File: src/verilog/soc_defs.svh
// widths, address map, host command codes and fifo/ram depths
`ifndef SOC_DEFS_SVH
`define SOC_DEFS_SVH

`define WORD_W       32
`define ADDR_W       32
`define RAM_AW       10
`define RAM_DEPTH    1024
`define FIFO_DEPTH   8

// cpu address map
`define MEM_BASE     32'h0002_0000
`define REG_UART_IN  32'h0001_0001 // pop inbound uart word
`define REG_IN_STAT  32'h0001_0002 // inbound not empty
`define REG_UART_OUT 32'h0001_0004 // push outbound uart word
`define REG_OUT_STAT 32'h0001_0005 // outbound not full

// host commands, code in the low half of the word
`define CMD_BOOT     16'd99
`define CMD_POLL     16'd1
`define CMD_SEND     16'd2
`define CMD_MEMRD    16'd8

`define POLL_EMPTY   32'hffff_ffff

`endif

File: src/verilog/soc_pkg.sv
// word and address types, host controller and cpu decoder state enums
`include "soc_defs.svh"

package soc_pkg;

   typedef logic [`WORD_W-1:0] word_t;
   typedef logic [`ADDR_W-1:0] addr_t;
   typedef logic [`RAM_AW-1:0] ram_addr_t;

   typedef enum logic [3:0] {
      H_IDLE,        // waiting for a command word
      H_BOOT_COUNT,
      H_BOOT_DATA,
      H_BOOT_WR,
      H_BOOT_RD,     // read-back of the word just written
      H_MEMRD_ADDR,
      H_MEMRD_RD,
      H_SEND_DATA,
      H_POLL
   } host_state_t;

   typedef enum logic [1:0] {
      C_IDLE,
      C_MEM,         // memory access through the arbiter
      C_DONE         // reply held until the strobe falls
   } cpu_state_t;

endpackage

File: src/verilog/mem_bus_if.sv
// memory request channel from one master to the arbiter, with modports
interface mem_bus_if import soc_pkg::*; ();

   logic      req;
   logic      we;
   ram_addr_t addr;
   word_t     wdata;
   logic      ack;
   word_t     rdata; // valid while ack is high

   modport master (
      output req,
      output we,
      output addr,
      output wdata,
      input  ack,
      input  rdata
   );

   modport arbiter (
      input  req,
      input  we,
      input  addr,
      input  wdata,
      output ack,
      output rdata
   );

endinterface

File: src/verilog/mem_arbiter.sv
// fixed-priority ram arbiter for the host and cpu request channels
module mem_arbiter import soc_pkg::*; (
   input  logic       clk100mhz,
   input  logic       cpu_reset,
   mem_bus_if.arbiter host_mem,
   mem_bus_if.arbiter cpu_mem,
   output logic       ram_we,
   output ram_addr_t  ram_addr,
   output word_t      ram_wdata,
   input  word_t      ram_rdata
);

   typedef enum logic [1:0] {
      A_IDLE,
      A_GRANT, // ram sees the request this cycle
      A_RAM,   // registered read data is out
      A_HOLD   // ack held until the owner drops req
   } arb_state_t;

   arb_state_t state;
   logic       owner;     // 0 host, 1 cpu
   logic       ack_q;
   word_t      rdata_q;
   logic       owner_req;

   assign owner_req = owner ? cpu_mem.req : host_mem.req;

   // ram follows the owner and writes only in the grant cycle
   assign ram_addr  = owner ? cpu_mem.addr : host_mem.addr;
   assign ram_wdata = owner ? cpu_mem.wdata : host_mem.wdata;
   assign ram_we    = (state == A_GRANT) && (owner ? cpu_mem.we : host_mem.we);

   assign host_mem.ack   = ack_q && !owner;
   assign cpu_mem.ack    = ack_q && owner;
   assign host_mem.rdata = owner ? '0 : rdata_q;
   assign cpu_mem.rdata  = owner ? rdata_q : '0;

   always_ff @(posedge clk100mhz) begin
      if (!cpu_reset) begin
         state <= A_IDLE;
         owner <= 1'b0;
         ack_q <= 1'b0;
      end else begin
         case (state)
            A_IDLE: begin
               if (host_mem.req) begin // host first
                  owner <= 1'b0;
                  state <= A_GRANT;
               end else if (cpu_mem.req) begin
                  owner <= 1'b1;
                  state <= A_GRANT;
               end
            end
            A_GRANT: state <= A_RAM;
            A_RAM: begin
               ack_q <= 1'b1;
               state <= A_HOLD;
            end
            A_HOLD: begin
               if (!owner_req) begin
                  ack_q <= 1'b0;
                  state <= A_IDLE;
               end
            end
            default: state <= A_IDLE;
         endcase
      end
   end

   always_ff @(posedge clk100mhz) begin
      if (state == A_RAM)
         rdata_q <= ram_rdata;
   end

   // the owner keeps req up until its ack
   a_req_held: assert property (@(posedge clk100mhz) disable iff (!cpu_reset)
      (state == A_GRANT || state == A_RAM) |-> owner_req);

endmodule

File: src/flat_wrapper.sv
// flat-port wrapper written by rule: the top's interface ports become plain ports
module mem_arbiter_flat import soc_pkg::*;
  (clk100mhz, cpu_reset, ram_we, ram_addr, ram_wdata, ram_rdata, host_mem_req, host_mem_we, host_mem_addr, host_mem_wdata, host_mem_ack, host_mem_rdata, cpu_mem_req, cpu_mem_we, cpu_mem_addr, cpu_mem_wdata, cpu_mem_ack, cpu_mem_rdata);
  mem_bus_if host_mem_i ();
  mem_bus_if cpu_mem_i ();
  input  logic clk100mhz;
  input  logic cpu_reset;
  output logic ram_we;
  output ram_addr_t ram_addr;
  output word_t ram_wdata;
  input  word_t ram_rdata;
  input wire logic [$bits(host_mem_i.req)-1:0] host_mem_req;
  input wire logic [$bits(host_mem_i.we)-1:0] host_mem_we;
  input wire logic [$bits(host_mem_i.addr)-1:0] host_mem_addr;
  input wire logic [$bits(host_mem_i.wdata)-1:0] host_mem_wdata;
  output wire logic [$bits(host_mem_i.ack)-1:0] host_mem_ack;
  output wire logic [$bits(host_mem_i.rdata)-1:0] host_mem_rdata;
  input wire logic [$bits(cpu_mem_i.req)-1:0] cpu_mem_req;
  input wire logic [$bits(cpu_mem_i.we)-1:0] cpu_mem_we;
  input wire logic [$bits(cpu_mem_i.addr)-1:0] cpu_mem_addr;
  input wire logic [$bits(cpu_mem_i.wdata)-1:0] cpu_mem_wdata;
  output wire logic [$bits(cpu_mem_i.ack)-1:0] cpu_mem_ack;
  output wire logic [$bits(cpu_mem_i.rdata)-1:0] cpu_mem_rdata;
  assign host_mem_i.req = host_mem_req;
  assign host_mem_i.we = host_mem_we;
  assign host_mem_i.addr = host_mem_addr;
  assign host_mem_i.wdata = host_mem_wdata;
  assign host_mem_ack = host_mem_i.ack;
  assign host_mem_rdata = host_mem_i.rdata;
  assign cpu_mem_i.req = cpu_mem_req;
  assign cpu_mem_i.we = cpu_mem_we;
  assign cpu_mem_i.addr = cpu_mem_addr;
  assign cpu_mem_i.wdata = cpu_mem_wdata;
  assign cpu_mem_ack = cpu_mem_i.ack;
  assign cpu_mem_rdata = cpu_mem_i.rdata;
  mem_arbiter u_core (.clk100mhz(clk100mhz), .cpu_reset(cpu_reset), .host_mem(host_mem_i), .cpu_mem(cpu_mem_i), .ram_we(ram_we), .ram_addr(ram_addr), .ram_wdata(ram_wdata), .ram_rdata(ram_rdata));
endmodule
File: config.mk
export PLATFORM = sky130hd
export DESIGN_NAME = mem_arbiter_flat
export DESIGN_NICKNAME = d
export VERILOG_FILES = /design/src/verilog/soc_pkg.sv /design/src/verilog/mem_bus_if.sv /design/src/verilog/mem_arbiter.sv /design/src/flat_wrapper.sv
export VERILOG_INCLUDE_DIRS = /design/src /design/src/verilog
export SDC_FILE = /design/constraint.sdc
export NUM_CORES = 1
export LEC_CHECK = 0
export BUFFER_PORTS_ARGS = -buffer_cell sky130_fd_sc_hd__buf_2
export CORE_ASPECT_RATIO = 0.6
export CORE_UTILIZATION = 32
export DETAILED_ROUTE_END_ITERATION = 8
export GPL_TIMING_DRIVEN = 1
export HOLD_SLACK_MARGIN = 0.15
export PLACE_DENSITY = 0.8
export SYNTH_ARGS = -nofsm -noshare
export SYNTH_HDL_FRONTEND = slang
export SYNTH_SLANG_ARGS = --single-unit
File: constraint.sdc
create_clock -name clk100mhz -period 1.7 [get_ports clk100mhz]
set_input_delay 0.51 -clock clk100mhz [delete_from_list [all_inputs] [get_ports clk100mhz]]
set_output_delay 0.51 -clock clk100mhz [all_outputs]
set_load 0.01 [all_outputs]
==> metrics <==
total grt overflow=0; area delta synth->final=98.97%; final count of pins violating max slew=0; total CTS buffers=5; Crit Path Max Fanout=7; # IOs=about 230; busiest layer in global routing=met2; final hold slack=0.4088 ns; Die Y=around 66 um; critical path capture point type=primary output; number of setup violations in the final report=105; share of layout cells above drive strength 1=73.61%; row count=22; Max Buffers Root-to-Sink=2; Routed WL=8869 um; nets=558; GRT Total Usage=between 15 and 20%; Worst Path Required=1.19 ns; First-pass DRT Iterations=4; M2 GR Usage=about a third; Worst Tran Pin Value=approximately 0.32 ns; die area=just over 7000 um2; #FFs+latches synth=36; status=finished with violations; area leader, netlist=edfxtp_1; Placement Cell Area=roughly 3500 um2; CP Launch Type=flip-flop; Post-synth EDFFs=32; Vias per Instance=around 4.6; Initial Util=~35%; chip width=109.0 um; Syn Area/Cell=roughly 12 um2; ant diodes=0; synthesized area=~2200 um2; TritonCTS clock tree=built; via count=between 2000 and 2500; port bufs=230; FMAX=approximately 530 MHz; DRC=0; main flop type after synthesis=edfxtp_1; final instance area=about 4400 um2; DRT antenna net count=0; maximum vdd drop=~0.00083 V; pwr/cell area=~1200 nW/um2; yosys warns=0; DR WL/cell=between 15 and 20 um; fin worst setup slack=-0.1692 ns; Max-slew headroom=between 70 and 80%; GP Congestion=approximately 0.73; initial antenna violation count=0; met3 GRT Util=6.207%; worst skew pair latency=~0.27 ns; core area=about 6400 um2; Final min period=approximately 1.9 ns; Hold Path Class=input port to flip-flop; max-cap violation count=0; Hold Violations, Final=0; global-route wire length before repair=about 10000 um; maximum number of pins on one net before global-route repair=28; met1 Use GR=between 20% and 30%; Worst Skew=roughly 0.0038 ns; DRT iter0 DRCs=107; H-tree Lvls=2; Setup Crit Path Kind=flip-flop to primary output; post-DP HPWL=~6000 um; clock root buffer=clkbuf_16; vias in the first global route=~2100; arrival time worst endpoint=1.36 ns; Yosys top cell area share=43.74%; ys async rst share=0%; failing checks=negative setup slack; synth unique cells=18; Seq/Total Area, Yosys=47.38%; clk slew on worst S/H paths=around 0.060 ns; syn nets=309; synth top area cells=edfxtp_1 44%, mux2_2 22%, nor2b_1 9.7%, and2_1 9.4%, dfxtp_1 3.6%; Syn Inst Count=~180; Final Cycle Share=110.0%; Leak Pwr=2.222 nW; CTS Sinks=36; RSZ-0062 raised after global routing=yes
-- layout by cell type, fill, tap and decap left out --
| cell | count |
|---|---|
| a21boi_0 | 1 |
| mux2i_1 | 2 |
| dfxtp_4 | 1 |
| buf_8 | 2 |
| buf_4 | 7 |
| clkbuf_1 | 2 |
| inv_1 | 3 |
| buf_6 | 57 |
| buf_12 | 3 |
| and2_4 | 11 |
| ha_1 | 5 |
| clkinv_2 | 1 |
| nor2b_2 | 1 |
| mux2i_2 | 1 |
| dfxtp_1 | 3 |
| a22oi_4 | 1 |
| edfxtp_1 | 32 |
| clkbuf_16 | 11 |
| mux2_4 | 37 |
| and2_1 | 22 |
| buf_2 | 179 |
| nand2_1 | 6 |
| nor2_1 | 2 |
| o21ai_0 | 2 |
| nor2b_1 | 33 |
| mux2_2 | 6 |
| a21oi_1 | 1 |
-- logic make-up (layout without fill, tap and decap cells) --
family          Yosys count  in the layout  share of synthesized area (%)
compound gates            5              5                          1.993
mux                      46             46                          23.58
buf+inv                  15            265                          3.758
flops                    36             36                          47.38
fa+ha+maj                 5              5                          2.847
simple gates             75             75                          20.44
-- worst max-delay path, cell delays in order (launching register included) --
cell	delay, ns
dfxtp_4	0.36
buf_6	0.12
clkbuf_16	0.16
mux2_4	0.31
buf_6	0.12
-- stage by stage --
step	setup TNS (ns)	worst slack [ns]	cells	utilization, %	power [mW]
6_report	-11.38	-0.1692	516	68.75	5.313
3_5_place_dp	0	0.05862	492	54.58	3.493
5_1_grt	-16.24	-0.2071	516	68.75	5.600
4_1_cts	-8.861	-0.2011	502	57.75	4.450
2_1_floorplan	0	0.02435	182	-	2.590
3_3_place_gp	0	0.09158	492	54.58	3.442
-- final timing paths --
check	end	cells after the start	slack [ns]	startpoint
worst max-delay path	ram_wdata[31]	4	-0.17	u_core.owner
worst max register to register	u_core.state[1]	7	0.04	u_core.owner
worst min-delay path	u_core.rdata_q[17]	1	0.41	ram_rdata[17]
worst min register to register	u_core.state[1]	2	0.51	u_core.state[1]
-- sequential cells by signal (all words and copies together), names as in the netlist --
name and flops:
u_core.rdata_q 32, u_core.state 2, u_core.ack_q 1, u_core.owner 1
-- Yosys cell counts, types with 2 or more instances --
| cell type | count |
|---|---|
| inv_1 | 3 |
| o21ai_0 | 2 |
| ha_1 | 5 |
| dfxtp_1 | 4 |
| nand2_1 | 6 |
| mux2i_1 | 3 |
| buf_4 | 6 |
| mux2_2 | 42 |
| nor2_1 | 2 |
| nor2b_1 | 34 |
| buf_2 | 3 |
| clkbuf_1 | 3 |
| and2_1 | 33 |
| edfxtp_1 | 32 |
-- repair_timing --
action / 4_1_cts / 5_1_grt
setup buffers: 2 / 6
endpoints found under the setup margin: 97 / 97
hold buffers: 0 / 0
resized for setup: 9 / 105
pin swaps: 0 / 1
cloned: 0 / 8
-- report_power, final --
group	leakage (nW)	internal (mW)	switching [mW]
Clock	0.0679	0.541	0.321
Sequential	0.327	1.23	0.118
Combinational	1.83	1.77	1.33
-- metal layers --
metal	up-vias	routed length, um
met3	16	720
met5	-	0
met4	0	154
met1	1115	3342
li1	1123	-
met2	103	4651
-- area by class of cell --
class,instances,area (um2)
inverters,3,11.26
repair buffers,254,1831
clock buffers,7,132.6
multi-input cells,131,1242
flip-flops and latches,36,1045
fillers,472,1987
clock inverters,1,5.005
well taps,84,105.1
Power figures use the tool's default switching activity.
