File: config.mk
export PLATFORM = sky130hd
export DESIGN_NAME = cpu_bus_decoder_flat
export DESIGN_NICKNAME = d
export VERILOG_FILES = /design/src/verilog/soc_pkg.sv /design/src/verilog/mem_bus_if.sv /design/src/verilog/cpu_bus_decoder.sv /design/src/flat_wrapper.sv
export VERILOG_INCLUDE_DIRS = /design/src /design/src/verilog
export SDC_FILE = /design/constraint.sdc
export NUM_CORES = 1
export LEC_CHECK = 0
export BUFFER_PORTS_ARGS = -buffer_cell sky130_fd_sc_hd__buf_2
export CORE_ASPECT_RATIO = 1.5
export CORE_MARGIN = 2
export CORE_UTILIZATION = 43
export DETAILED_ROUTE_END_ITERATION = 8
export GPL_ROUTABILITY_DRIVEN = 0
export GPL_TIMING_DRIVEN = 0
export PLACE_DENSITY = 0.87
export SLEW_MARGIN = 5
export SYNTH_ARGS = -nofsm -noshare
export SYNTH_HDL_FRONTEND = slang
export SYNTH_SLANG_ARGS = --single-unit
File: constraint.sdc
create_clock -name clk100mhz -period 3.4 [get_ports clk100mhz]
set_input_delay 0.17 -clock clk100mhz [delete_from_list [all_inputs] [get_ports clk100mhz]]
set_output_delay 0.17 -clock clk100mhz [all_outputs]
set_load 0.02 [all_outputs]
File: src/verilog/soc_defs.svh
// widths, address map, host command codes and fifo/ram depths
`ifndef SOC_DEFS_SVH
`define SOC_DEFS_SVH

`define WORD_W       32
`define ADDR_W       32
`define RAM_AW       10
`define RAM_DEPTH    1024
`define FIFO_DEPTH   8

// cpu address map
`define MEM_BASE     32'h0002_0000
`define REG_UART_IN  32'h0001_0001 // pop inbound uart word
`define REG_IN_STAT  32'h0001_0002 // inbound not empty
`define REG_UART_OUT 32'h0001_0004 // push outbound uart word
`define REG_OUT_STAT 32'h0001_0005 // outbound not full

// host commands, code in the low half of the word
`define CMD_BOOT     16'd99
`define CMD_POLL     16'd1
`define CMD_SEND     16'd2
`define CMD_MEMRD    16'd8

`define POLL_EMPTY   32'hffff_ffff

`endif

File: src/verilog/soc_pkg.sv
// word and address types, host controller and cpu decoder state enums
`include "soc_defs.svh"

package soc_pkg;

   typedef logic [`WORD_W-1:0] word_t;
   typedef logic [`ADDR_W-1:0] addr_t;
   typedef logic [`RAM_AW-1:0] ram_addr_t;

   typedef enum logic [3:0] {
      H_IDLE,        // waiting for a command word
      H_BOOT_COUNT,
      H_BOOT_DATA,
      H_BOOT_WR,
      H_BOOT_RD,     // read-back of the word just written
      H_MEMRD_ADDR,
      H_MEMRD_RD,
      H_SEND_DATA,
      H_POLL
   } host_state_t;

   typedef enum logic [1:0] {
      C_IDLE,
      C_MEM,         // memory access through the arbiter
      C_DONE         // reply held until the strobe falls
   } cpu_state_t;

endpackage

File: src/verilog/mem_bus_if.sv
// memory request channel from one master to the arbiter, with modports
interface mem_bus_if import soc_pkg::*; ();

   logic      req;
   logic      we;
   ram_addr_t addr;
   word_t     wdata;
   logic      ack;
   word_t     rdata; // valid while ack is high

   modport master (
      output req,
      output we,
      output addr,
      output wdata,
      input  ack,
      input  rdata
   );

   modport arbiter (
      input  req,
      input  we,
      input  addr,
      input  wdata,
      output ack,
      output rdata
   );

endinterface

File: src/verilog/cpu_bus_decoder.sv
// cpu bus decode into memory requests and uart fifo registers
`include "soc_defs.svh"

module cpu_bus_decoder import soc_pkg::*; (
   input  logic      clk100mhz,
   input  logic      cpu_reset,
   input  logic      cpu_rd,
   input  logic      cpu_wr,
   input  addr_t     cpu_addr,
   input  word_t     cpu_wdata,
   output word_t     cpu_rdata,
   output logic      cpu_rdata_ready,
   output logic      cpu_wr_ack,
   input  logic      cpu_hold,
   mem_bus_if.master mem,
   output logic      in_rd,
   input  word_t     in_rdata,
   input  logic      in_empty,
   output logic      out_wr,
   output word_t     out_wdata,
   input  logic      out_full
);

   cpu_state_t state;
   logic       is_mem;
   logic       rd_wait; // uart in empty
   logic       wr_wait; // uart out full

   assign is_mem  = cpu_addr >= `MEM_BASE;
   assign rd_wait = (cpu_addr == `REG_UART_IN) && in_empty;
   assign wr_wait = (cpu_addr == `REG_UART_OUT) && out_full;

   always_ff @(posedge clk100mhz) begin
      if (!cpu_reset) begin
         state           <= C_IDLE;
         cpu_rdata_ready <= 1'b0;
         cpu_wr_ack      <= 1'b0;
         mem.req         <= 1'b0;
         mem.we          <= 1'b0;
         in_rd           <= 1'b0;
         out_wr          <= 1'b0;
      end else begin
         in_rd  <= 1'b0;
         out_wr <= 1'b0;
         case (state)
            C_IDLE: begin
               if (cpu_hold) begin
                  state <= C_IDLE; // bootload in progress
               end else if (is_mem && (cpu_rd || cpu_wr)) begin
                  mem.addr  <= ram_addr_t'(cpu_addr - `MEM_BASE);
                  mem.we    <= cpu_wr;
                  mem.wdata <= cpu_wdata;
                  state     <= C_MEM;
               end else if (cpu_rd && !rd_wait) begin
                  case (cpu_addr)
                     `REG_UART_IN:  cpu_rdata <= in_rdata;
                     `REG_IN_STAT:  cpu_rdata <= word_t'(!in_empty);
                     `REG_OUT_STAT: cpu_rdata <= word_t'(!out_full);
                     default:       cpu_rdata <= '0;
                  endcase
                  in_rd           <= cpu_addr == `REG_UART_IN;
                  cpu_rdata_ready <= 1'b1;
                  state           <= C_DONE;
               end else if (cpu_wr && !wr_wait) begin
                  out_wr     <= cpu_addr == `REG_UART_OUT; // others ignored
                  out_wdata  <= cpu_wdata;
                  cpu_wr_ack <= 1'b1;
                  state      <= C_DONE;
               end
            end
            C_MEM: begin
               if (!mem.req && !mem.ack) begin
                  mem.req <= 1'b1;
               end else if (mem.req && mem.ack) begin
                  mem.req <= 1'b0;
                  if (mem.we) begin
                     cpu_wr_ack <= 1'b1;
                  end else begin
                     cpu_rdata       <= mem.rdata;
                     cpu_rdata_ready <= 1'b1;
                  end
                  state <= C_DONE;
               end
            end
            C_DONE: begin
               if (!cpu_rd && !cpu_wr) begin
                  cpu_rdata_ready <= 1'b0;
                  cpu_wr_ack      <= 1'b0;
                  state           <= C_IDLE;
               end
            end
            default: state <= C_IDLE;
         endcase
      end
   end

   a_one_reply: assert property (@(posedge clk100mhz) disable iff (!cpu_reset)
      !(cpu_rdata_ready && cpu_wr_ack));

endmodule

File: src/flat_wrapper.sv
// flat-port wrapper written by rule: the top's interface ports become plain ports
module cpu_bus_decoder_flat import soc_pkg::*;
  (clk100mhz, cpu_reset, cpu_rd, cpu_wr, cpu_addr, cpu_wdata, cpu_rdata, cpu_rdata_ready, cpu_wr_ack, cpu_hold, in_rd, in_rdata, in_empty, out_wr, out_wdata, out_full, mem_req, mem_we, mem_addr, mem_wdata, mem_ack, mem_rdata);
  mem_bus_if mem_i ();
  input  logic clk100mhz;
  input  logic cpu_reset;
  input  logic cpu_rd;
  input  logic cpu_wr;
  input  addr_t cpu_addr;
  input  word_t cpu_wdata;
  output word_t cpu_rdata;
  output logic cpu_rdata_ready;
  output logic cpu_wr_ack;
  input  logic cpu_hold;
  output logic in_rd;
  input  word_t in_rdata;
  input  logic in_empty;
  output logic out_wr;
  output word_t out_wdata;
  input  logic out_full;
  output wire logic [$bits(mem_i.req)-1:0] mem_req;
  output wire logic [$bits(mem_i.we)-1:0] mem_we;
  output wire logic [$bits(mem_i.addr)-1:0] mem_addr;
  output wire logic [$bits(mem_i.wdata)-1:0] mem_wdata;
  input wire logic [$bits(mem_i.ack)-1:0] mem_ack;
  input wire logic [$bits(mem_i.rdata)-1:0] mem_rdata;
  assign mem_req = mem_i.req;
  assign mem_we = mem_i.we;
  assign mem_addr = mem_i.addr;
  assign mem_wdata = mem_i.wdata;
  assign mem_i.ack = mem_ack;
  assign mem_i.rdata = mem_rdata;
  cpu_bus_decoder u_core (.clk100mhz(clk100mhz), .cpu_reset(cpu_reset), .cpu_rd(cpu_rd), .cpu_wr(cpu_wr), .cpu_addr(cpu_addr), .cpu_wdata(cpu_wdata), .cpu_rdata(cpu_rdata), .cpu_rdata_ready(cpu_rdata_ready), .cpu_wr_ack(cpu_wr_ack), .cpu_hold(cpu_hold), .mem(mem_i), .in_rd(in_rd), .in_rdata(in_rdata), .in_empty(in_empty), .out_wr(out_wr), .out_wdata(out_wdata), .out_full(out_full));
endmodule
==> flow_summary_export.csv <==
group,metric,value,unit
routing,routed_via_density,4.98,
final_layout,area_delta_synth_final,56.4,%
run,maxCapViolCount,0,
yosys,synth-main-ff-cell,"edfxtp_1",
sta,skew,12.3,ps
yosys,netlist_area,4250,µm²
sta,finalSetupViolCount,0,
yosys,synthCells,229,
clock_tree,clk_latency,400,ps
worst_setup_path,path_class,"input pin to flip-flop",
sta,fmax,342,MHz
die,die_area,10700,µm²
routing,drt-total-wl,11.3,mm
final_layout,final_area,6650,µm²
yosys,ys_async_sr_fraction,0,%
die,initial_utilization,44.1,%
yosys,syn_avg_cell_area,18.6,µm²
final_layout,mostFrequentLayoutCells,"246 x buf_2, 106 x edfxtp_1, 38 x dlygate4sd3_1",
final_layout,n_antenna_cell,0,
routing,drc_errors,0,
final_layout,drive_above_1_share,54.8,%
power,static-leakage-power,2.84,nW
worst_setup_path,cp_data_required_time,3410,ps
final_layout,fill_cells,651,
clock_tree,ctsLongestPathBuffers,2,
routing,wire_per_inst,17.1,µm
routing,via_count,3292,
yosys,ys_seq_elements,114,
worst_setup_path,worstPathArrival,2940,ps
global_route,grt_start_max_net_pins,44,
sta,tightest_slew,999,ps
final_layout,final_common_cell,"buf_2",
global_route,overflow,0,
routing,drt.antenna.violating_nets,0,
die,fp.dieW,85.2,µm
placement,detailed_place_hpwl,7.98,mm
yosys,ys_warn_count,0,
routing,first_iter_violations,101,
sta,hold_viol,0,
final_layout,fin_cells,661,
global_route,grt_pass1_wl,16.6,mm
global_route,grt_usage,20.5,%
clock_tree,cts.clk_slew.worst_paths,50,ps
sta,fin_crit_sh,86.0,%
final_layout,multiInputGateArea,826,µm²
clock_tree,root_buffer,"clkbuf_16",
power,vdd_ir_drop_max,0.466,mV
worst_setup_path,ff2ff_setup_slack,1030,ps
final_layout,nets,671,
placement,io_buffers,246,
clock_tree,cts_made_buffers,17,
clock_tree,ctsResizeCount,0,
worst_setup_path,startpoint_type,"input pin",
clock_tree,hold_buffers,38,
die,rows,44,
worst_setup_path,worstSetupEndpointType,"flip-flop",
yosys,synth_fp_nets,367,
die,die_y,126,µm
power,total_power,0.00367,W
yosys,synth_edf_count,106,
sta,drv_slew,0,
status,status,"finished clean",
global_route,grt_pass1_vias,3417,
global_route,antenna_found_initial,0,
hold_path,hp-class,"input pin to flip-flop",
sta,relSlewSlack,33.4,%
yosys,ys_seq_area_share,78.7,%
clock_tree,cts_tree,"done",
clock_tree,ctsHtreeMaxLevel,4,
sta,period_minus_slack,2920,ps
routing,firstDrtPassIters,5,
sta,rsz0062_at_grt,"no",
clock_tree,clkSinkCount,114,
die,ios,248,
yosys,synth_cell_types,41,
worst_setup_path,crit_fanout,32,
placement,dpl-instance-area,5660,µm²
die,fp.coreArea,9630,µm²
power,power.density,552,nW/µm²
placement,dp.cells,591,
final_layout,seqCellArea,3340,µm²
clock_tree,post_cts_buffers,0,
-- layout make-up --
| type | count | share of cell area, % |
|---|---|---|
| plain buffers | 10 | 1.22 |
| clock buffers | 17 | 6.40 |
| clock inverters | 15 | 2.69 |
| inverters | 5 | 0.282 |
| multi-input cells | 100 | 12.4 |
| flip-flops and latches | 114 | 50.3 |
| well taps | 115 | 2.16 |
| repair buffers | 285 | 24.5 |
-- path summary, 6_finish.rpt --
path | start | cells past startpoint | end
worst min register to register | u_core.cpu_rdata_ready | 2 | u_core.cpu_rdata_ready
worst min-delay path | cpu_addr[1] | 1 | u_core.mem.addr[1]
worst max register to register | u_core.state[0] | 3 | u_core.mem.wdata[4]
worst max-delay path | cpu_addr[5] | 7 | u_core.out_wdata[7]
-- critical path, stage by stage --
cell and delay (ps):
dlygate4sd3_1 540, buf_2 140, nor4_1 390, nand4_2 280, o31ai_4 410, nand2b_1 240, nor2_4 740
-- synth_stat cells, types with 3 or more instances --
master    number  share of area (%)
clkbuf_1       3               0.26
o21ai_0        3               0.35
nor4_4         3                1.5
edfxtp_1     106                 75
nor2b_1        3               0.44
nor3_1         7               0.82
dfxtp_1        8                3.8
nand2_1       10               0.88
inv_1          5               0.44
a21oi_1        3               0.35
a22o_1        32                6.6
buf_6          3               0.79
nor2_1         5               0.44
-- power breakdown --
group / switching, W / total [W] / internal [W]
logic: 0.000160 / 0.000305 / 0.000145
clock network: 0.000622 / 0.00178 / 0.00116
registers: 0.0000112 / 0.00159 / 0.00157
-- flip-flops by register name (all words and copies together), names as in the netlist --
register and cells:
u_core.cpu_rdata 32, u_core.mem.wdata 32, u_core.out_wdata 32, u_core.mem.addr 10, u_core.state 2, u_core.cpu_rdata_ready 1
u_core.cpu_wr_ack 1, u_core.in_rd 1, u_core.mem.req 1, u_core.mem.we 1, u_core.out_wr 1
-- metal layers --
layer | GRT usage (%) | up-vias | part of all wire [%]
li1 | - | 1533 | -
met1 | 20.8 | 1567 | 34
met2 | 37.5 | 165 | 56
met3 | 5.44 | 27 | 6.9
met4 | 10.9 | 0 | 3.0
met5 | 0 | - | 0
-- kinds of logic after synthesis --
logic type | count (synthesis) | synth area share, %
AOI/OAI and AO/OA | 51 | 9.92
adders and majority gates | 2 | 0.589
buffers and inverters | 15 | 2.35
DFF | 114 | 78.7
muxes | 2 | 0.471
and+or+nand+nor | 45 | 8.01
-- per-stage QoR --
step           hold slack, ps  util (%)  TNS (ps)  setup slack (ps)
3_5_place_dp              362      58.8         0               669
6_report                 26.4      69.0         0               476
4_1_cts                  1.81      69.0         0               547
2_1_floorplan             269         -         0               421
3_3_place_gp              359      58.4    -21090              -431
5_1_grt                  6.72      69.0         0               331
(Power assumes the default switching activity.)
