**config.mk**
```make
export PLATFORM = sky130hd
export DESIGN_NAME = word_fifo
export DESIGN_NICKNAME = d
export VERILOG_FILES = /design/src/verilog/soc_pkg.sv /design/src/verilog/word_fifo.sv
export VERILOG_INCLUDE_DIRS = /design/src /design/src/verilog
export SDC_FILE = /design/constraint.sdc
export NUM_CORES = 1
export LEC_CHECK = 0
export BUFFER_PORTS_ARGS = -buffer_cell sky130_fd_sc_hd__buf_2
export CORE_MARGIN = 10
export CORE_UTILIZATION = 50
export CTS_CLUSTER_DIAMETER = 200
export DETAILED_ROUTE_END_ITERATION = 10
export PLACE_DENSITY_LB_ADDON = 0.2
export SYNTH_ARGS = -nofsm -noshare
export SYNTH_HDL_FRONTEND = slang
export SYNTH_SLANG_ARGS = --single-unit
```
**constraint.sdc**
```tcl
create_clock -name clk100mhz -period 4.9 [get_ports clk100mhz]
set_input_delay 0.245 -clock clk100mhz [delete_from_list [all_inputs] [get_ports clk100mhz]]
set_output_delay 0.245 -clock clk100mhz [all_outputs]
set_load 0.02 [all_outputs]
```
**src/verilog/soc_defs.svh**
```systemverilog
// widths, address map, host command codes and fifo/ram depths
`ifndef SOC_DEFS_SVH
`define SOC_DEFS_SVH

`define WORD_W       32
`define ADDR_W       32
`define RAM_AW       10
`define RAM_DEPTH    1024
`define FIFO_DEPTH   8

// cpu address map
`define MEM_BASE     32'h0002_0000
`define REG_UART_IN  32'h0001_0001 // pop inbound uart word
`define REG_IN_STAT  32'h0001_0002 // inbound not empty
`define REG_UART_OUT 32'h0001_0004 // push outbound uart word
`define REG_OUT_STAT 32'h0001_0005 // outbound not full

// host commands, code in the low half of the word
`define CMD_BOOT     16'd99
`define CMD_POLL     16'd1
`define CMD_SEND     16'd2
`define CMD_MEMRD    16'd8

`define POLL_EMPTY   32'hffff_ffff

`endif

```
**src/verilog/soc_pkg.sv**
```systemverilog
// word and address types, host controller and cpu decoder state enums
`include "soc_defs.svh"

package soc_pkg;

   typedef logic [`WORD_W-1:0] word_t;
   typedef logic [`ADDR_W-1:0] addr_t;
   typedef logic [`RAM_AW-1:0] ram_addr_t;

   typedef enum logic [3:0] {
      H_IDLE,        // waiting for a command word
      H_BOOT_COUNT,
      H_BOOT_DATA,
      H_BOOT_WR,
      H_BOOT_RD,     // read-back of the word just written
      H_MEMRD_ADDR,
      H_MEMRD_RD,
      H_SEND_DATA,
      H_POLL
   } host_state_t;

   typedef enum logic [1:0] {
      C_IDLE,
      C_MEM,         // memory access through the arbiter
      C_DONE         // reply held until the strobe falls
   } cpu_state_t;

endpackage

```
**src/verilog/word_fifo.sv**
```systemverilog
// first-word-fall-through word fifo with full and empty flags
`include "soc_defs.svh"

module word_fifo import soc_pkg::*; #(
   parameter int DEPTH = `FIFO_DEPTH
) (
   input  logic  clk100mhz,
   input  logic  cpu_reset,
   input  logic  wr,
   input  word_t wdata,
   input  logic  rd,
   output word_t rdata,
   output logic  full,
   output logic  empty
);

   localparam int PW = $clog2(DEPTH);

   word_t         mem [DEPTH];
   logic [PW-1:0] wr_ptr;
   logic [PW-1:0] rd_ptr;
   logic [PW:0]   count;
   logic          push;
   logic          pop;

   assign push  = wr && !full;  // dropped when full
   assign pop   = rd && !empty;
   assign full  = count == (PW+1)'(DEPTH);
   assign empty = count == '0;
   assign rdata = mem[rd_ptr];  // head visible before the pop

   always_ff @(posedge clk100mhz) begin
      if (push)
         mem[wr_ptr] <= wdata;
   end

   always_ff @(posedge clk100mhz) begin
      if (!cpu_reset) begin
         wr_ptr <= '0;
         rd_ptr <= '0;
         count  <= '0;
      end else begin
         if (push)
            wr_ptr <= (wr_ptr == PW'(DEPTH - 1)) ? '0 : wr_ptr + 1'b1;
         if (pop)
            rd_ptr <= (rd_ptr == PW'(DEPTH - 1)) ? '0 : rd_ptr + 1'b1;
         case ({push, pop})
            2'b10:   count <= count + 1'b1;
            2'b01:   count <= count - 1'b1;
            default: count <= count;
         endcase
      end
   end

   // writers check full before pushing
   a_no_wr_full: assert property (@(posedge clk100mhz) disable iff (!cpu_reset)
      full |-> !wr);

endmodule
```
==> results by group, run 1 <==
Floorplan
  • Starting Density: 0.514
  • DIE WIDTH: 165 um
  • I/O Pins: 70
  • Die Height: ~160 um
  • Core ar.: between 0.02 and 0.025 mm2
  • Die area: around 0.027 mm2
  • Site Rows: 52

Timing
  • RSZ-0062 raised after global routing: false
  • Clock Skews: 0.00683 ns
  • Final setup viols: 0
  • Final period utilization: 0.668
  • Max frequency: about 0.31 GHz
  • Setup TNS: 0 ns
  • Rel. slew slack: 0.148
  • Final min period: 3.27 ns
  • Slew Limit Fails: 0
  • Final hold violation count: 0
  • Worst slew pin tran: approximately 1.3 ns

Logic synthesis
  • Synthesized area per cell: 23.3 um2
  • Mapped Cells: 450
  • Mux cell area share after synthesis: 0.190
  • Synth Area in Compound Gates: 0.00894
  • Largest family of logic cells by synthesized area: multiplexers
  • Cell taking the most area after synthesis: edfxtp_1
  • Distinct cells, synth: 35
  • Seq/Total Area, Yosys: 0.757
  • Synth Area in XOR/XNOR: 0.00250
  • Warnings from Yosys: 0
  • Adder-cell share of the synthesized area: 0.00834
  • Top post-synthesis cells by area: edfxtp_1 73%, mux4_1 10%, mux4_2 5.1%
  • Post-Synth Simple-Gate Area: 0.0178
  • Mapped Area: between 0.01 and 0.015 mm2
  • Post-Syn Nets: slightly below 500
  • Top cell type's share of synthesized area: 0.732
  • Yosys reg bits: ~270

Clock tree
  • Clk_lat worst skew: 0.52 ns
  • Clock slew at reported path FFs: roughly 0.060 ns
  • Clock sink count: about 270
  • Clock Tree Root: clkbuf_16
  • CTS tree: yes
  • H-tree levels: 1
  • Clock Path Buffers: 3
  • Cts repair resizes: 0
  • CTS buffer count: 28

Setup path
  • CP Capture Type: primary output
  • Worst path bufs/invs: 2
  • CP Cell Sequence: buf_4, mux4_1, mux2_2, buf_2
  • Max incr delay on CP: a little over 0.9 ns
  • CP Max Fanout: 50
  • Delay-heaviest family, CP: flip-flops
  • CP Class: flop to primary output
  • Startpoint types: flop
  • Slowest cell on crit path: dfxtp_4
  • Required time of the critical path: ~4.7 ns
  • CP Data Arrival Time: 3.03 ns

Drt
  • Residual DRC count: 0
  • Final WL: 19500 um
  • Routed len/inst: about 23 um
  • Vias: 4813
  • First drt pass iteration count: 4
  • Number of routed nets with antenna violations: 0
  • Vias per cell: roughly 5.6
  • Drt initial violations: 298

Cells and area
  • P&R area growth vs syn: 18.1%
  • # fillers: roughly 1.5k
  • Design area: around 0.012 mm2
  • Sequential cell area: around 0.008 mm2
  • Footprint of the multi-input gates: about 0.0024 mm2
  • Fin nets: slightly above 600
  • Share of cells above drive strength 1: 0.320
  • ANT cells: 0

Power and ir drop
  • Sw Pwr: about 1.6 mW
  • Comb pwr share: 0.191
  • Flop pwr share: 0.460
  • Cell Pwr Density: 498 mW/mm2
  • Peak VDD IR: roughly 0.3 mV
  • Sw Ratio: 0.253
  • Clock network fraction of design power: 0.349
  • Pleak: 4.11 nW
  • Pint: about 4.6 mW

GRT
  • Largest net degree at the start of global routing: 51
  • All-Layer GR Usage: 0.146
  • First-pass GRT wire length: ~30000 um
  • Initial antenna violation count: 0
  • Vias in the first global route: 5197
  • Grt total ovfl: 0

Placement
  • Hpwl dp: around 11000 um
  • Buffers on Ports: ~70
  • Placed cell areas: 0.0112 mm2
  • RD Place Congestion: roughly 0.71

Outcome
  • Outcome: completed

Hold path
  • Hold crit path type: primary input to flop

Flow run
  • Total of max-cap violations: 0
==> through the flow <==
step	setup slack [ns]	util	instances	hold slack, ns	power [mW]
2_1_floorplan	0.454	-	450	0.344	3.75
3_3_place_gp	2.12	0.546	775	0.483	4.06
3_5_place_dp	2.11	0.546	775	0.515	4.08
4_1_cts	1.53	0.607	855	0.000153	6.26
5_1_grt	1.44	0.607	855	0.00362	6.45
6_report	1.63	0.607	855	0.0315	6.18
==> synth_stat cells, drive strengths merged <==
| cell type | number |
|---|---|
| nor3 | 7 |
| mux2i | 3 |
| nor2b | 4 |
| xnor2 | 1 |
| nor4b | 1 |
| dfxtp | 13 |
| a21bo | 1 |
| inv | 1 |
| nand3b | 1 |
| and2 | 2 |
| a21oi | 3 |
| nor2 | 3 |
| nor3b | 1 |
| clkbuf | 4 |
| a41oi | 1 |
| o41ai | 2 |
| or3b | 1 |
| mux4 | 64 |
| nand2 | 7 |
| ha | 7 |
| a21boi | 4 |
| edfxtp | 256 |
| buf | 20 |
| mux2 | 33 |
| o21ai | 1 |
| or3 | 2 |
| nand2b | 3 |
| xor2 | 2 |
| nor4 | 2 |
==> registers in the layout, summed over array words and instances, names as in the netlist, named ones only <==
name / count
count: 4
rd_ptr: 3
mem: 256
wr_ptr: 3
==> cell families after synthesis <==
kind of cell	count (synthesis)
flip-flops	269
multiplexers	100
AND/OR/NAND/NOR	34
buffers and inverters	25
AO/OA/AOI/OAI	12
adder cells (fa/ha/maj)	7
XOR/XNOR	3
==> layout make-up <==
type / instances / share of cell area
Clock buffer: 36 / 0.0607
Clock inverter: 15 / 0.0161
Inverter: 1 / 0.000303
Multi-Input combinational cell: 156 / 0.197
Sequential cell: 269 / 0.642
Tap cell: 270 / 0.0273
Timing Repair Buffer: 108 / 0.0573
==> layer usage <==
metal	wire length, um	part of all wire	track usage	up-vias
met5	0	0	0	-
met4	151	0.0077	0.0382	0
met3	1040	0.053	0.0314	14
met2	10000	0.51	0.240	117
met1	8320	0.43	0.194	2523
li1	-	-	-	2159
==> power by group through the flow <==
stage | Sequential (mW) | Clock (mW) | Combinational [mW]
floorplan | 2.75 | 0 | 1.00
global placement | 2.89 | 0 | 1.17
detailed placement | 2.90 | 0 | 1.18
CTS | 2.85 | 2.20 | 1.21
global route | 2.87 | 2.31 | 1.27
finish | 2.84 | 2.16 | 1.18
==> placed cells by master, fill, tap and decap left out, drive strengths merged <==
cell type | synthesis | layout
nor2 | 3 | 3
xor2 | 2 | 2
nor4b | 1 | 1
clkbuf | 4 | 36
clkinv | 0 | 8
nor3b | 1 | 1
o41ai | 2 | 2
buf | 20 | 79
or3b | 1 | 1
a21boi | 4 | 4
o21ai | 1 | 1
dlygate4sd3 | 0 | 29
mux4 | 64 | 64
xnor2 | 1 | 1
nor3 | 7 | 7
clkinvlp | 0 | 2
and2 | 2 | 2
inv | 1 | 1
mux2i | 3 | 3
a21bo | 1 | 1
a21oi | 3 | 3
nor4 | 2 | 2
nor2b | 4 | 4
dfxtp | 13 | 13
edfxtp | 256 | 256
mux2 | 33 | 33
a41oi | 1 | 1
nand2 | 7 | 7
nand3b | 1 | 1
or3 | 2 | 2
ha | 7 | 7
bufinv | 0 | 5
nand2b | 3 | 3
==> path summary, 6_finish.rpt <==
path | depth (start not counted) | to | from | slack (ns)
hold reg to reg | 2 | flop | rd_ptr[2] | 0.53
hold / removal | 1 | mem[7][26] | wdata[26] | 0.03
setup reg to reg | 4 | mem[3][12] | count[1] | 2.23
setup / recovery | 4 | rdata[20] | flop | 1.63
==> what timing repair did <==
item / in CTS / in global routing
setup endpoints to repair: 0 / 0
buffers inserted: 0 / 0
endpoints found under the hold margin: 223 / 0
hold buffers: 29 / 0
(Power assumes the default switching activity.)
==> run 2: changes to the inputs <==
clock period = 3.2 ns   (was 4.9 ns; I/O delays follow)
==> results by group, run 2 (same netlist as run 1, synthesis figures left out) <==
Timing
  • Final hold violation count: 0
  • Final min period: 2.79 ns
  • Clock Skews: 0.00786 ns
  • Final period utilization: 0.872
  • Worst slew pin tran: approximately 1.0 ns
  • Rel. slew slack: 0.303
  • Final setup viols: 0
  • Slew Limit Fails: 0
  • Max frequency: around 0.36 GHz
  • Setup TNS: 0 ns
  • RSZ-0062 raised after global routing: false

Clock tree
  • Cts repair resizes: 0
  • Clock Path Buffers: 3
  • Hold buffers post-CTS: 33
  • Postcts setup bufs: 0
  • CTS tree: yes
  • H-tree levels: 1
  • Clk_lat worst skew: approximately 0.53 ns
  • Clock Tree Root: clkbuf_16
  • Clock slew at reported path FFs: 0.06 ns
  • CTS buffer count: 27
  • Clock sink count: 269

Cells and area
  • Register bank with the most flops: mem
  • Fin nets: about 620
  • Largest regs: mem: 256 flops, count: 4 flops
  • Commonest non-fill, non-tap cell in the layout: edfxtp_1
  • P&R area growth vs syn: 18.1%
  • Share of cells above drive strength 1: 0.319
  • Design area: between 0.01 and 0.015 mm2
  • Commonest non-fill, non-tap cells in the layout: 256 x edfxtp_1, 69 x buf_2, 40 x mux4_1
  • Flip-flop count of the largest register, all copies and words added: roughly 260
  • ANT cells: 0

GRT
  • First-pass GRT wire length: 30600 um
  • Initial antenna violation count: 0
  • All-Layer GR Usage: 0.147
  • Largest net degree at the start of global routing: 35
  • Vias in the first global route: 5312
  • Grt total ovfl: 0

Floorplan
  • DIE WIDTH: 165 um
  • Site Rows: 52
  • Die area: about 0.027 mm2
  • Starting Density: 0.514
  • I/O Pins: 70
  • Core ar.: roughly 0.020 mm2
  • Die Height: 165 um

Setup path
  • CP Max Fanout: 29
  • CP Class: flop to primary output
  • Required time of the critical path: around 3.0 ns
  • Worst r2r src: count[1]
  • CP Cell Sequence: buf_12, mux4_1, mux2_2, buf_2
  • Slowest cell on crit path: dfxtp_4
  • CP Capture Type: primary output
  • Max incr delay on CP: ~0.70 ns
  • Startpoint types: flop
  • CP Data Arrival Time: 2.63 ns

Placement
  • Hpwl dp: 11200 um
  • RD Place Congestion: 0.739
  • Buffers on Ports: approximately 70
  • Placed cell areas: around 0.011 mm2

Power and ir drop
  • Pleak: 4.11 nW
  • Peak VDD IR: around 0.5 mV
  • Cell Pwr Density: 737 mW/mm2

Drt
  • Number of routed nets with antenna violations: 0
  • Final WL: about 19000 um
  • Routed len/inst: approximately 23 um
  • Residual DRC count: 0
  • Vias: just under 5k
  • Drt initial violations: about 270
  • Vias per cell: about 5.6
  • First drt pass iteration count: 4

Flow run
  • Total of max-cap violations: 0

Outcome
  • Outcome: completed

Hold path
  • Hold crit path type: primary input to flop
  • Min-delay src: rd
## run 2: cell count changes in the layout (fill, tap and decap cells not counted), sizes merged
cell / previous run / this run
clkinvlp: 2 / 1
clkinv: 8 / 6
clkbuf: 36 / 35
buf: 79 / 87
inv: 1 / 3
dlygate4sd3: 29 / 33
bufinv: 5 / 2
## run 2: layout make-up
cell class	count	area [um2]
flip-flops and latches	269	7950
fillers	1467	8030
clock buffers	35	706
clock inverters	11	109
multi-input cells	156	2450
inverters	1	3.75
well taps	270	338
repair buffers	120	836
## run 2: metal layers
| layer | GRT usage | part of all wire |
|---|---|---|
| met2 | 0.248 | 0.50 |
| met3 | 0.0326 | 0.056 |
| met1 | 0.189 | 0.42 |
| met4 | 0.0366 | 0.019 |
| met5 | 0 | 0 |
## run 2: worst max-delay path, delay by kind of cell (launching register included)
| family | cells | cell delay, ns |
|---|---|---|
| buffers and inverters | 2 | 0.47 |
| flip-flops | 1 | 0.70 |
| multiplexers | 2 | 0.90 |
## run 2: metrics by stage
stage	power, mW	util	hold WS, ns	setup slack (ns)	cells
after floorplan	5.74	-	0.259	-0.392	450
after global placement	6.22	0.551	0.419	0.709	783
after detailed placement	6.30	0.551	0.429	0.472	783
after CTS	9.26	0.607	0.0715	0.353	862
after global routing	9.52	0.607	0.133	0.152	862
final	9.13	0.607	0.0795	0.409	862
## run 2: final timing paths
| check | to | slack [ns] | cells past startpoint |
|---|---|---|---|
| setup reg to reg | count[2] | 0.49 | 9 |
| hold / removal | flop | 0.08 | 4 |
| hold reg to reg | flop | 0.50 | 2 |
| setup / recovery | rdata[5] | 0.41 | 4 |
## run 2: where the power goes
| group | switching (mW) | internal [mW] |
|---|---|---|
| clock | 1.22 | 1.71 |
| sequential | 0.177 | 4.08 |
| combinational | 0.987 | 0.958 |
==> run 3: changes to the inputs <==
ABC_AREA = 1   (was unset)
==> results by group, run 3 <==
Floorplan
  • Core ar.: between 0.02 and 0.025 mm2
  • Die Height: 166 um
  • DIE WIDTH: about 170 um
  • I/O Pins: 70
  • Site Rows: 53
  • Die area: 0.0275 mm2
  • Starting Density: 0.508

Cells and area
  • Commonest non-fill, non-tap cells in the layout: 256 x edfxtp_1, 139 x nor2_1, 112 x o21ai_0
  • Share of cells above drive strength 1: 0.146
  • Commonest non-fill, non-tap cell in the layout: edfxtp_1
  • Register bank with the most flops: mem
  • Fin nets: 960
  • Post-Layout Cell Count: about 1.2k
  • Largest regs: mem: 256 flops, count: 4 flops
  • Flip-flop count of the largest register, all copies and words added: between 200 and 300
  • P&R area growth vs syn: 17.6%
  • ANT cells: 0

Clock tree
  • Clock sink count: between 200 and 300
  • CTS buffer count: 28
  • Clock Path Buffers: 3
  • H-tree levels: 1
  • Cts repair resizes: 0
  • CTS tree: yes
  • Clk_lat worst skew: between 0.5 and 0.6 ns
  • Clock Tree Root: clkbuf_16
  • Hold buffers post-CTS: 34
  • Postcts setup bufs: 0
  • Clock slew at reported path FFs: 0.06 ns

Placement
  • Inst Count DP: ~1.1k
  • DP Worst Slack: 0.987 ns
  • RD Place Congestion: ~0.80
  • Buffers on Ports: 69
  • Hpwl dp: 12100 um

Timing
  • Final min period: 2.40 ns
  • Clock Skews: between 0.008 and 0.009 ns
  • Final setup viols: 0
  • Final hold violation count: 0
  • Slew Limit Fails: 0
  • Post-route setup slack: between 0.7 and 0.8 ns
  • Rel. slew slack: 0.499
  • Setup TNS: 0 ns
  • Max frequency: 0.416 GHz
  • Final period utilization: 0.751
  • Worst slew pin tran: between 0.7 and 0.8 ns
  • RSZ-0062 raised after global routing: false

Logic synthesis
  • Count of flip-flops with a built-in enable after synthesis: 256
  • Distinct cells, synth: 26
  • Cell taking the most area after synthesis: edfxtp_1
  • Top cell type's share of synthesized area: 0.722
  • Synth cell count leaders: 256 x edfxtp_1, 147 x nor2_1, 112 x o21ai_0
  • Most frequent cell after synthesis: edfxtp_1
  • Post-Syn Nets: 856
  • Seq/Total Area, Yosys: 0.747
  • Top post-synthesis cells by area: edfxtp_1 72%, o21ai_0 5.3%, nor2_1 5.2%
  • Warnings from Yosys: 0
  • Yosys reg bits: 269
  • Synthesized area per cell: about 13 um2
  • Post-synth top flop: edfxtp_1
  • Mapped Cells: a little over 800
  • Mapped Area: ~0.011 mm2
  • Post-synth ARST share: 0

Drt
  • First drt pass iteration count: 5
  • Drt initial violations: 524
  • Number of routed nets with antenna violations: 0
  • Vias per cell: between 5 and 6
  • Residual DRC count: 0
  • Final WL: approximately 22000 um
  • Routed len/inst: ~18 um
  • Vias: around 6.5k

Setup path
  • CP Class: flop to primary output
  • Startpoint types: flop
  • Crit-path most repeated cell: nand2_1
  • CP Capture Type: primary output
  • Worst path bufs/invs: 2
  • Slowest cell on crit path: dfxtp_4
  • CP Data Arrival Time: 2.24 ns
  • CP Max Fanout: 52
  • Max incr delay on CP: roughly 0.7 ns
  • Required time of the critical path: ~3.0 ns
  • CP Cell Sequence: buf_4, o21ai_1, o22ai_1, nand2_1, nand2_1, buf_2
  • Delay-heaviest family, CP: flip-flops

GRT
  • Grt total ovfl: 0
  • All-Layer GR Usage: 0.155
  • Initial antenna violation count: 0
  • First-pass GRT wire length: approximately 35000 um
  • Largest net degree at the start of global routing: between 100 and 150
  • Vias in the first global route: 6526

Flow run
  • Total of max-cap violations: 0

Hold path
  • Hold crit path type: primary input to flop

Power and ir drop
  • Cell Pwr Density: about 800 mW/mm2
  • Pleak: 4.46 nW
  • Peak VDD IR: between 0.5 and 0.6 mV

Outcome
  • Outcome: completed
-- run 3: kinds of logic (layout without fill, tap and decap cells) --
group / Yosys count / after routing / synth area share
XOR/XNOR: 3 / 3 / 0.00247
adder cells (fa/ha/maj): 7 / 7 / 0.00823
AO/OA/AOI/OAI: 174 / 174 / 0.0863
multiplexers: 32 / 32 / 0.0301
buffers and inverters: 63 / 188 / 0.0315
AND/OR/NAND/NOR: 265 / 265 / 0.0947
flip-flops: 269 / 269 / 0.747
-- run 3: layer usage --
layer,track usage,part of all wire,vias to the layer above
li1,-,-,3140
met1,0.210,0.45,3153
met2,0.253,0.48,158
met3,0.0272,0.054,30
met4,0.0397,0.016,0
met5,0,0,-
-- run 3: final cells by class --
type | count | area [um2]
flip-flops and latches | 269 | 7960
multi-input cells | 481 | 2420
fillers | 1668 | 8430
inverters | 18 | 67.6
repair buffers | 119 | 881
clock buffers | 34 | 744
well taps | 275 | 344
clock inverters | 17 | 108
-- run 3: worst reg2reg max path: cells and delay by family (launching register included) --
kind / cells / cell delay, ns
buf+inv: 1 / 0.31
simple gates: 4 / 1.22
flops: 1 / 0.39
-- run 3: where the power goes --
part	switching (mW)	internal (mW)
Clock	1.26	1.73
Sequential	0.123	4.13
Combinational	1.74	0.819
Total	3.13	6.68
-- run 3: worst paths after layout --
| check | start | end | slack [ns] | cells past startpoint |
|---|---|---|---|---|
| min reg2reg | rd_ptr[1] | flop | 0.49 | 2 |
| min | wr | wr_ptr[2] | 0.1 | 3 |
| max reg2reg | count[0] | mem[6][22] | 1.00 | 5 |
| max | flop | rdata[31] | 0.80 | 6 |
-- run 3: per-stage QoR --
step / power [mW] / utilization / cell area [um2] / hold WS [ns]
after floorplan: 6.09 / - / 10600 / 0.259
after global placement: 6.87 / 0.541 / 11300 / 0.442
after detailed placement: 6.89 / 0.541 / 11300 / 0.444
after CTS: 9.92 / 0.598 / 12500 / 0.0770
after global routing: 10.4 / 0.598 / 12500 / 0.134
final: 9.81 / 0.598 / 12500 / 0.0974
